### config.mk
export PLATFORM = sky130hd
export DESIGN_NAME = mam_top
export DESIGN_NICKNAME = d
export VERILOG_FILES = /design/src/mam_pkg.sv /design/src/mam_if.sv /design/src/mam_cmd_parser.sv /design/src/mam_bus_master.sv /design/src/mam_mem.sv /design/src/mam_top.sv
export VERILOG_INCLUDE_DIRS = /design/src
export SDC_FILE = /design/constraint.sdc
export NUM_CORES = 2
export LEC_CHECK = 0
export ABC_AREA = 0
export BUFFER_PORTS_ARGS = -buffer_cell sky130_fd_sc_hd__buf_4
export CORE_MARGIN = 3
export CORE_UTILIZATION = 25
export CTS_CLUSTER_DIAMETER = 200
export CTS_CLUSTER_SIZE = 28
export DETAILED_ROUTE_END_ITERATION = 6
export PLACE_DENSITY = 0.49
export SYNTH_ARGS = -nofsm -noshare
export SYNTH_HDL_FRONTEND = slang
export SYNTH_SLANG_ARGS = --single-unit
### constraint.sdc
create_clock -name clk_i -period 8.5 [get_ports clk_i]
set_input_delay 0.425 -clock clk_i [delete_from_list [all_inputs] [get_ports clk_i]]
set_output_delay 0.425 -clock clk_i [all_outputs]
set_load 0.05 [all_outputs]
### src/mam_config.svh
////////////////////////////////////////////////////////////////////////////
// Debug memory access unit configuration
// Sets the word, address and beat-count widths and the depth of the
// on-chip RAM target
////////////////////////////////////////////////////////////////////////////

`ifndef MAM_CONFIG_SVH
`define MAM_CONFIG_SVH

// Debug link and bus data word, in bits
`define MAM_XLEN 16

// System bus address width
`define MAM_PLEN 32

`define MAM_BEATW 13     // Beat count field of the header word

// RAM depth in words, indexed by the address bits above the byte offset
`define MAM_MEM_WORDS 256

`endif

### src/mam_pkg.sv
////////////////////////////////////////////////////////////////////////////
// Debug memory access unit types
// Opcodes, bus cycle types and the FSM state encodings
////////////////////////////////////////////////////////////////////////////

package mam_pkg;

  typedef enum logic {
    OP_READ  = 1'b0,
    OP_WRITE = 1'b1
  } mam_op_e;

  // Cycle type on the system bus
  typedef enum logic [2:0] {
    BURST_INCR = 3'b010,  // Incrementing burst, more beats follow
    BURST_END  = 3'b111   // Single access or final beat
  } mam_burst_e;

  typedef enum logic [2:0] {
    IDLE, WRITE_LAST, WRITE_LAST_WAIT, WRITE, WRITE_WAIT, READ, READ_WAIT
  } mam_state_e;

  typedef enum logic [2:0] {
    HDR, ADDR_HI, ADDR_LO, ISSUE, WDATA
  } mam_parse_state_e;

endpackage

### src/mam_if.sv
////////////////////////////////////////////////////////////////////////////
// Debug memory access unit interfaces
// Request channel from the command parser to the bus master, and the
// pipelined system bus from the bus master to the RAM target
////////////////////////////////////////////////////////////////////////////

`timescale 1ns/1ps
`include "mam_config.svh"

interface mam_req_if import mam_pkg::*; ();
  logic                  req_valid;    // Request channel
  logic                  req_ready;
  mam_op_e               req_op;
  logic [`MAM_PLEN-1:0]  req_addr;
  logic                  req_burst;    // Incremental burst when set
  logic [`MAM_BEATW-1:0] req_beats;
  logic                  write_valid;  // Write data channel
  logic                  write_ready;
  logic [`MAM_XLEN-1:0]  write_data;
  logic                  read_valid;   // Read data channel
  logic                  read_ready;
  logic [`MAM_XLEN-1:0]  read_data;

  modport parser (
    output req_valid, req_op, req_addr, req_burst, req_beats,
    output write_valid, write_data,
    input  req_ready, write_ready
  );

  modport master (
    input  req_valid, req_op, req_addr, req_burst, req_beats,
    input  write_valid, write_data, read_ready,
    output req_ready, write_ready, read_valid, read_data
  );
endinterface

interface mam_bus_if import mam_pkg::*; ();
  logic                 sel;    // Beat in progress
  logic [`MAM_PLEN-1:0] addr;
  logic [`MAM_XLEN-1:0] wdata;
  logic                 write;
  mam_burst_e           burst;
  logic [`MAM_XLEN-1:0] rdata;
  logic                 ready;  // Beat completes with sel

  modport master (output sel, addr, wdata, write, burst, input rdata, ready);
  modport target (input sel, addr, wdata, write, burst, output rdata, ready);
endinterface

### src/mam_cmd_parser.sv
////////////////////////////////////////////////////////////////////////////
// Debug command parser
// Collects the header and the two address halves from the debug word
// stream, presents one memory request, then forwards the write-data words
////////////////////////////////////////////////////////////////////////////

`timescale 1ns/1ps
`include "mam_config.svh"

module mam_cmd_parser
  import mam_pkg::*;
(
  input  logic                 clk_i,
  input  logic                 rst_i,
  input  logic                 in_valid_i,
  input  logic [`MAM_XLEN-1:0] in_data_i,
  output logic                 in_ready_o,
  mam_req_if.parser            req
);

  mam_parse_state_e      state;
  mam_op_e               op_q;
  logic                  burst_q;
  logic [`MAM_BEATW-1:0] beats_q;
  logic [`MAM_PLEN-1:0]  addr_q;
  logic [`MAM_BEATW-1:0] wcnt_q;   // Write words still to forward
  logic [`MAM_BEATW-1:0] hdr_beats;
  logic                  hdr_burst;
  logic                  in_fire;

  assign hdr_burst = in_data_i[`MAM_XLEN-2];
  // Single accesses and empty bursts both become one beat
  assign hdr_beats = (!hdr_burst || in_data_i[`MAM_BEATW-1:0] == '0) ?
                     `MAM_BEATW'd1 : in_data_i[`MAM_BEATW-1:0];

  always_comb begin
    case (state)
      ISSUE:   in_ready_o = 1'b0;             // Stall while the request waits
      WDATA:   in_ready_o = req.write_ready;  // Pass master back-pressure through
      default: in_ready_o = 1'b1;
    endcase
  end

  assign in_fire = in_valid_i & in_ready_o;

  // Request channel
  assign req.req_valid = (state == ISSUE);
  assign req.req_op    = op_q;
  assign req.req_addr  = addr_q;
  assign req.req_burst = burst_q;
  assign req.req_beats = beats_q;

  // Write words go straight from the link to the master
  assign req.write_valid = (state == WDATA) & in_valid_i;
  assign req.write_data  = in_data_i;

  ////////////////////////////////////////////////////////////////////////////
  // Parse FSM

  always_ff @(posedge clk_i) begin
    if (rst_i) begin
      state  <= HDR;
      wcnt_q <= '0;
    end else begin
      case (state)
        HDR:     if (in_fire) state <= ADDR_HI;
        ADDR_HI: if (in_fire) state <= ADDR_LO;
        ADDR_LO: if (in_fire) state <= ISSUE;
        ISSUE: begin
          if (req.req_ready) begin
            if (op_q == OP_WRITE) begin
              state  <= WDATA;
              wcnt_q <= beats_q;
            end else begin
              state <= HDR;  // Read data returns through the master
            end
          end
        end
        WDATA: begin
          if (in_fire) begin
            wcnt_q <= wcnt_q - 1'b1;
            if (wcnt_q == `MAM_BEATW'd1) state <= HDR;  // Last write word
          end
        end
        default: state <= HDR;
      endcase
    end
  end

  // Header and address fields
  always_ff @(posedge clk_i) begin
    if (in_fire) begin
      case (state)
        HDR: begin
          op_q    <= mam_op_e'(in_data_i[`MAM_XLEN-1]);
          burst_q <= hdr_burst;
          beats_q <= hdr_beats;
        end
        ADDR_HI: addr_q[`MAM_PLEN-1:`MAM_XLEN] <= in_data_i;
        ADDR_LO: addr_q[`MAM_XLEN-1:0]         <= in_data_i;
        default: ;
      endcase
    end
  end

endmodule

### src/mam_bus_master.sv
////////////////////////////////////////////////////////////////////////////
// Debug memory access bus master
// Turns each request into single or incrementing burst beats on the
// system bus, sequences the write data in and holds each read word
// until the host takes it
////////////////////////////////////////////////////////////////////////////

`timescale 1ns/1ps
`include "mam_config.svh"

module mam_bus_master
  import mam_pkg::*;
(
  input  logic      clk_i,
  input  logic      rst_i,
  mam_req_if.master req,
  mam_bus_if.master bus
);

  localparam int unsigned STEP = `MAM_XLEN / 8;  // Byte address increment per beat

  mam_state_e            state, nxt_state;
  logic [`MAM_BEATW-1:0] beats, nxt_beats;       // Beats not yet completed
  logic [`MAM_PLEN-1:0]  nxt_addr;
  logic [`MAM_XLEN-1:0]  nxt_wdata;
  logic [`MAM_XLEN-1:0]  nxt_rdata;
  logic                  nxt_write;
  mam_burst_e            nxt_burst;
  logic                  req_last;               // Request is a single beat

  assign req_last = !req.req_burst || (req.req_beats == `MAM_BEATW'd1);

  always_ff @(posedge clk_i) begin
    if (rst_i) begin
      state <= IDLE;
      beats <= '0;
    end else begin
      state <= nxt_state;
      beats <= nxt_beats;
    end
  end

  // Bus payload and the held read word
  always_ff @(posedge clk_i) begin
    bus.addr      <= nxt_addr;
    bus.wdata     <= nxt_wdata;
    bus.write     <= nxt_write;
    bus.burst     <= nxt_burst;
    req.read_data <= nxt_rdata;
  end

  ////////////////////////////////////////////////////////////////////////////
  // Next state and handshakes

  always_comb begin
    nxt_state = state;
    nxt_beats = beats;
    nxt_addr  = bus.addr;
    nxt_wdata = bus.wdata;
    nxt_write = bus.write;
    nxt_burst = bus.burst;
    nxt_rdata = req.read_data;

    req.req_ready   = 1'b0;
    req.write_ready = 1'b0;
    req.read_valid  = 1'b0;
    bus.sel         = 1'b0;

    case (state)
      IDLE: begin
        req.req_ready = 1'b1;
        if (req.req_valid) begin
          nxt_addr  = req.req_addr;
          nxt_beats = req.req_beats;
          nxt_burst = req_last ? BURST_END : BURST_INCR;
          if (req.req_op == OP_WRITE) begin
            nxt_write = 1'b1;
            nxt_state = req_last ? WRITE_LAST_WAIT : WRITE_WAIT;  // Data follows the request
          end else begin
            nxt_write = 1'b0;
            nxt_state = READ;
          end
        end
      end

      WRITE_WAIT: begin
        req.write_ready = 1'b1;
        if (req.write_valid) begin
          nxt_wdata = req.write_data;
          nxt_state = WRITE;
        end
      end

      WRITE: begin
        bus.sel = 1'b1;
        if (bus.ready) begin
          req.write_ready = 1'b1;  // Fetch the next word in the completing cycle
          nxt_addr        = bus.addr + STEP;
          nxt_beats       = beats - 1'b1;
          if (req.write_valid) nxt_wdata = req.write_data;
          if (beats == `MAM_BEATW'd2) begin
            nxt_burst = BURST_END;  // Next beat closes the burst
            nxt_state = req.write_valid ? WRITE_LAST : WRITE_LAST_WAIT;
          end else begin
            nxt_state = req.write_valid ? WRITE : WRITE_WAIT;
          end
        end
      end

      WRITE_LAST_WAIT: begin
        req.write_ready = 1'b1;
        if (req.write_valid) begin
          nxt_wdata = req.write_data;
          nxt_state = WRITE_LAST;
        end
      end

      WRITE_LAST: begin
        bus.sel = 1'b1;
        if (bus.ready) begin
          nxt_addr  = bus.addr + STEP;
          nxt_beats = beats - 1'b1;
          nxt_state = IDLE;
        end
      end

      READ: begin
        bus.sel = 1'b1;
        if (bus.ready) begin
          nxt_rdata = bus.rdata;  // Captured in the ready cycle
          nxt_addr  = bus.addr + STEP;
          nxt_beats = beats - 1'b1;
          nxt_state = READ_WAIT;
        end
      end

      // No new beat until the host takes the held word
      READ_WAIT: begin
        req.read_valid = 1'b1;
        if (req.read_ready) begin
          if (beats == `MAM_BEATW'd1) nxt_burst = BURST_END;
          nxt_state = (beats == '0) ? IDLE : READ;
        end
      end

      default: nxt_state = IDLE;
    endcase
  end

endmodule

### src/mam_mem.sv
////////////////////////////////////////////////////////////////////////////
// On-chip RAM bus target
// Word RAM that inserts one wait state into every beat
////////////////////////////////////////////////////////////////////////////

`timescale 1ns/1ps
`include "mam_config.svh"

module mam_mem (
  input  logic      clk_i,
  input  logic      rst_i,
  mam_bus_if.target bus
);

  localparam int unsigned AW = $clog2(`MAM_MEM_WORDS);

  logic [`MAM_XLEN-1:0] mem [`MAM_MEM_WORDS];
  logic [AW-1:0]        idx;
  logic                 wait_q;  // Set in the second cycle of a beat

  assign idx = bus.addr[AW:1];  // Word index above the byte offset

  // Wait-state toggle, restarts whenever sel drops
  always_ff @(posedge clk_i) begin
    if (rst_i) begin
      wait_q <= 1'b0;
    end else begin
      wait_q <= bus.sel & ~wait_q;
    end
  end

  assign bus.ready = bus.sel & wait_q;

  always_ff @(posedge clk_i) begin
    if (bus.sel && !wait_q) begin
      bus.rdata <= mem[idx];  // Read in the wait cycle, valid at ready
    end
    if (bus.ready && bus.write) begin
      mem[idx] <= bus.wdata;  // Store on the completing cycle
    end
  end

endmodule

### src/mam_top.sv
////////////////////////////////////////////////////////////////////////////
// Debug memory access unit top level
// Command parser, bus master and RAM target behind plain stream ports
////////////////////////////////////////////////////////////////////////////

`timescale 1ns/1ps
`include "mam_config.svh"

module mam_top (
  input  logic                 clk_i,
  input  logic                 rst_i,
  input  logic                 in_valid_i,   // Debug command words
  input  logic [`MAM_XLEN-1:0] in_data_i,
  output logic                 in_ready_o,
  output logic                 out_valid_o,  // Read data words
  output logic [`MAM_XLEN-1:0] out_data_o,
  input  logic                 out_ready_i
);

  mam_req_if u_req_if ();
  mam_bus_if u_bus_if ();

  // Read channel goes straight to the host port
  assign u_req_if.read_ready = out_ready_i;
  assign out_valid_o         = u_req_if.read_valid;
  assign out_data_o          = u_req_if.read_data;

  mam_cmd_parser u_parser (
    .clk_i      (clk_i),
    .rst_i      (rst_i),
    .in_valid_i (in_valid_i),
    .in_data_i  (in_data_i),
    .in_ready_o (in_ready_o),
    .req        (u_req_if)
  );

  mam_bus_master u_master (
    .clk_i (clk_i),
    .rst_i (rst_i),
    .req   (u_req_if),
    .bus   (u_bus_if)
  );

  mam_mem u_mem (
    .clk_i (clk_i),
    .rst_i (rst_i),
    .bus   (u_bus_if)
  );

endmodule

==> results.sh <==
export IMPL_fmaxAchievable_mhz=170.9
export IMPL_power_leakage_nw=51.95
export IMPL_cp_startpoint="u_master.bus.addr[1]"
export IMPL_rows=294
export IMPL_post_cts_setup_buffer_count=0
export IMPL_ys_flop_type="edfxtp_1"
export IMPL_grt_ovfl_total=0
export IMPL_finalWirelength_mm=477.5
export IMPL_r2r_cells=8
export IMPL_dieHeight_um=810.1
export IMPL_slew_headroom_pct=-4.910
export IMPL_drv_slew=8
export IMPL_h_tree_depth=4
export IMPL_violations="capacitance limit, slew limit"
export IMPL_layout_common_cells="edfxtp_1 (4176), mux4_2 (1183), buf_4 (257)"
export IMPL_period_needed_ns=5.850
export IMPL_grt_antenna_before_repair=40
export IMPL_synth_cell_type_count=68
export IMPL_clock_sinks=4209
export IMPL_vdd_drop_max_v=0.0001422
export IMPL_final_setup_viol_count=0
export IMPL_yosysWarnings=0
export IMPL_status="finished, violations left"
export IMPL_io_pins=38
export IMPL_critPathTopFamily="multiplexers"
export IMPL_arrival_ns=6.54
export IMPL_cts_tree="built"
export IMPL_area_growth_syn_to_layout_pct=10.56
export IMPL_crit_path_end="u_mem.bus.rdata[3]"
export IMPL_max_cap_viol_count=3
export IMPL_endpoint_kind="flip-flop"
export IMPL_setup_tns_ns=0
export IMPL_nets=7087
export IMPL_path_clk_slew_ns=0.12
export IMPL_hpwl_mm=286.5
export IMPL_required_ns=9.19
export IMPL_synthCells=6972
export IMPL_clk_path_buf_depth=4
export IMPL_grt_max_degree=186
export IMPL_worstSetupPathType="reg -> reg"
export IMPL_path_cells="buf_4, buf_4, mux4_2, mux2i_1, o22ai_1, nor3_1, nand3_1, or4_1"
export IMPL_slowest_stage="edfxtp_1"
export IMPL_drc=0
export IMPL_r2r_slack_ns=2.65
export IMPL_cp_depth=8
export IMPL_grt_pass1_wl_mm=652.8
export IMPL_grt_pass1_vias=75480
export IMPL_r2r_start="u_master.bus.addr[1]"
export IMPL_drtIter0Drc=10080
export IMPL_worst_slew_pin_slew_ns=1.568
export IMPL_startpoint_type="flip-flop"
export IMPL_synth_edf_count=4176
export IMPL_die_area_um2=656300
export IMPL_avgSynthCellArea_um2=23.19
export IMPL_viasPerCell=4.815
export IMPL_numCtsBuffers=173
export IMPL_critical_path_buf_inv_count=2
export IMPL_fill_cells=62610
export IMPL_fp_dieW_um=810.1
export IMPL_synthArstFlopShare_pct=0
export IMPL_min_path_type="in -> reg"
export IMPL_syn_area_um2=161700
export IMPL_power_density_nw_per_um2=193.6
export IMPL_ys_ff_latch=4209
export IMPL_place_area_um2=173900
export IMPL_ys_seq_area_share_pct=77.98
export IMPL_max_stage_delay_ns=1.35
export IMPL_place_congestion=0.8824
export IMPL_place_inst=15450
export IMPL_place_port_buffers=37
export IMPL_fin_cells=15680
export IMPL_antenna_left=0
export IMPL_fin_crit_sh_pct=68.82
export IMPL_postLayoutCellArea_um2=178700
export IMPL_layout_commonest_cell="edfxtp_1"
export IMPL_start_util_pct=25.16
export IMPL_drive_gt1_share_pct=27.47
export IMPL_dr_pass1_iters=6
export IMPL_track_usage_pct=14.06
export IMPL_synth_net_count=7001
export IMPL_worstPathMaxFanout=30
export IMPL_routedWlPerCell_um=30.46
export IMPL_clk_latency_ns=0.95
export IMPL_crit_top_cell="buf_4"
export IMPL_cts_root_buf="clkbuf_16"
export IMPL_vias=75470
export IMPL_core_area_um2=642600
export IMPL_finalHoldViolCount=0
export IMPL_fin_skew_ns=0.06329
export IMPL_regToRegEndpoint="u_mem.bus.rdata[3]"
export IMPL_rsz0062_at_grt="false"
==> cell usage after synthesis (all sizes together), types with 6 or more instances <==
cell type  instances  share of area [%]
clkbuf           143               0.33
a22oi             80               0.37
mux2i            141               0.87
nand3             35               0.11
a31oi              6              0.023
a221oi            11              0.060
a211oi            18              0.084
nor4bb             6              0.037
a21oi             62               0.19
edfxtp          4176                 78
nand2            161               0.37
nor2b             12              0.046
ha                 9              0.070
inv               13              0.030
or3               12              0.046
o22ai             53               0.21
nor3              20              0.062
nor4              18              0.070
or4                6              0.028
mux4            1183                 16
and2              22              0.085
nand2b            18              0.070
nand4             12              0.046
a22o              19               0.10
dfxtp             33               0.41
buf              252               0.86
o32ai              8              0.043
nor2             311               0.72
nor4b              9              0.049
o21ai             39               0.12
o211ai            13              0.060
==> cell type report <==
class                      instances  area [µm²]  share of cell area [%]
antenna                            7       17.52                0.009801
multi-input combinational       2352       34520                   19.31
timing repair buffer             306        2728                   1.526
sequential                      4209      126100                   70.53
tap                             8584       10740                   6.009
clock inverter                     8       116.4                 0.06510
clock buffer                     193        4489                   2.512
inverter                          16       62.56                 0.03500
==> how the worst min path moves through the flow <==
stage | start | end | slack, ns | cells after the start
2_1_floorplan | u_mem.bus.rdata[0] | u_master.req.read_data[0] | 0.40 | 0
3_3_place_gp | u_master.beats[7] | u_master.beats[7] | 0.48 | 2
3_5_place_dp | u_parser.wcnt_q[10] | u_parser.wcnt_q[10] | 0.48 | 2
4_1_cts | out_ready_i | u_master.state[0] | 0.14 | 5
5_1_grt | out_ready_i | u_master.state[0] | 0.21 | 5
6_report | out_ready_i | u_master.state[0] | 0.22 | 5
==> flip-flops by register name, indices dropped and copies added (netlist names) <==
register / cells
u_master.bus.wdata: 16
u_mem.wait_q: 1
u_mem.bus.rdata: 16
u_master.req.read_data: 16
u_master.beats: 13
u_master.bus.write: 1
u_parser.req.req_burst: 1
u_parser.req.req_beats: 13
u_master.bus.addr: 8
u_parser.req.req_addr: 8
u_parser.wcnt_q: 13
u_master.state: 3
u_parser.req.req_op: 1
u_parser.state: 3
u_mem.mem: 4096
==> power by group <==
group	total, mW	leakage, nW	internal [mW]	switching (mW)
clock	10.1	2.25	3.82	6.25
combinational	1.88	11.9	0.720	1.16
sequential	22.6	37.8	22.5	0.138
==> what timing repair did <==
| item | in CTS | in global routing |
|---|---|---|
| endpoints found under the hold margin | 80 | 0 |
| hold buffers | 18 | 0 |
| resized for setup | 0 | 0 |
==> metal layers <==
metal	vias to the layer above	part of all wire [%]	global-route usage, %
met4	12	3.1	3.861
li1	29600	-	-
met1	42290	42	19.70
met3	494	8.1	2.740
met2	3084	47	22.36
met5	-	0.016	0
==> logic make-up (layout without fill, tap and decap cells) <==
family	Yosys count	after routing	synth area share (%)
flip-flops	4209	4209	77.98
buffers and inverters	411	523	1.228
multiplexers	1327	1327	17.37
other	0	7	0
adder cells (fa/ha/maj)	9	9	0.06966
AND/OR/NAND/NOR	669	669	1.878
AO/OA/AOI/OAI	340	340	1.433
XOR/XNOR	7	7	0.03793
==> per-stage QoR <==
| stage | utilization (%) | power [mW] | hold WS [ns] | worst slack [ns] |
|---|---|---|---|---|
| finish | 27.81 | 34.60 | 0.2219 | 2.650 |
| global route | 27.81 | 35.59 | 0.2093 | 2.574 |
| CTS | 27.80 | 34.86 | 0.1369 | 2.677 |
| detailed placement | 27.05 | 24.99 | 0.4779 | 2.709 |
| global placement | 27.05 | 24.98 | 0.4757 | 2.744 |
| floorplan | - | 24.15 | 0.4003 | 4.454 |
==> worst min-delay path, cell delays in order <==
cell,delay (ns)
buf_4,0.11
o32a_1,0.31
o21ai_0,0.10
o21a_1,0.14
a211oi_1,0.04
(Power assumes the default switching activity.)
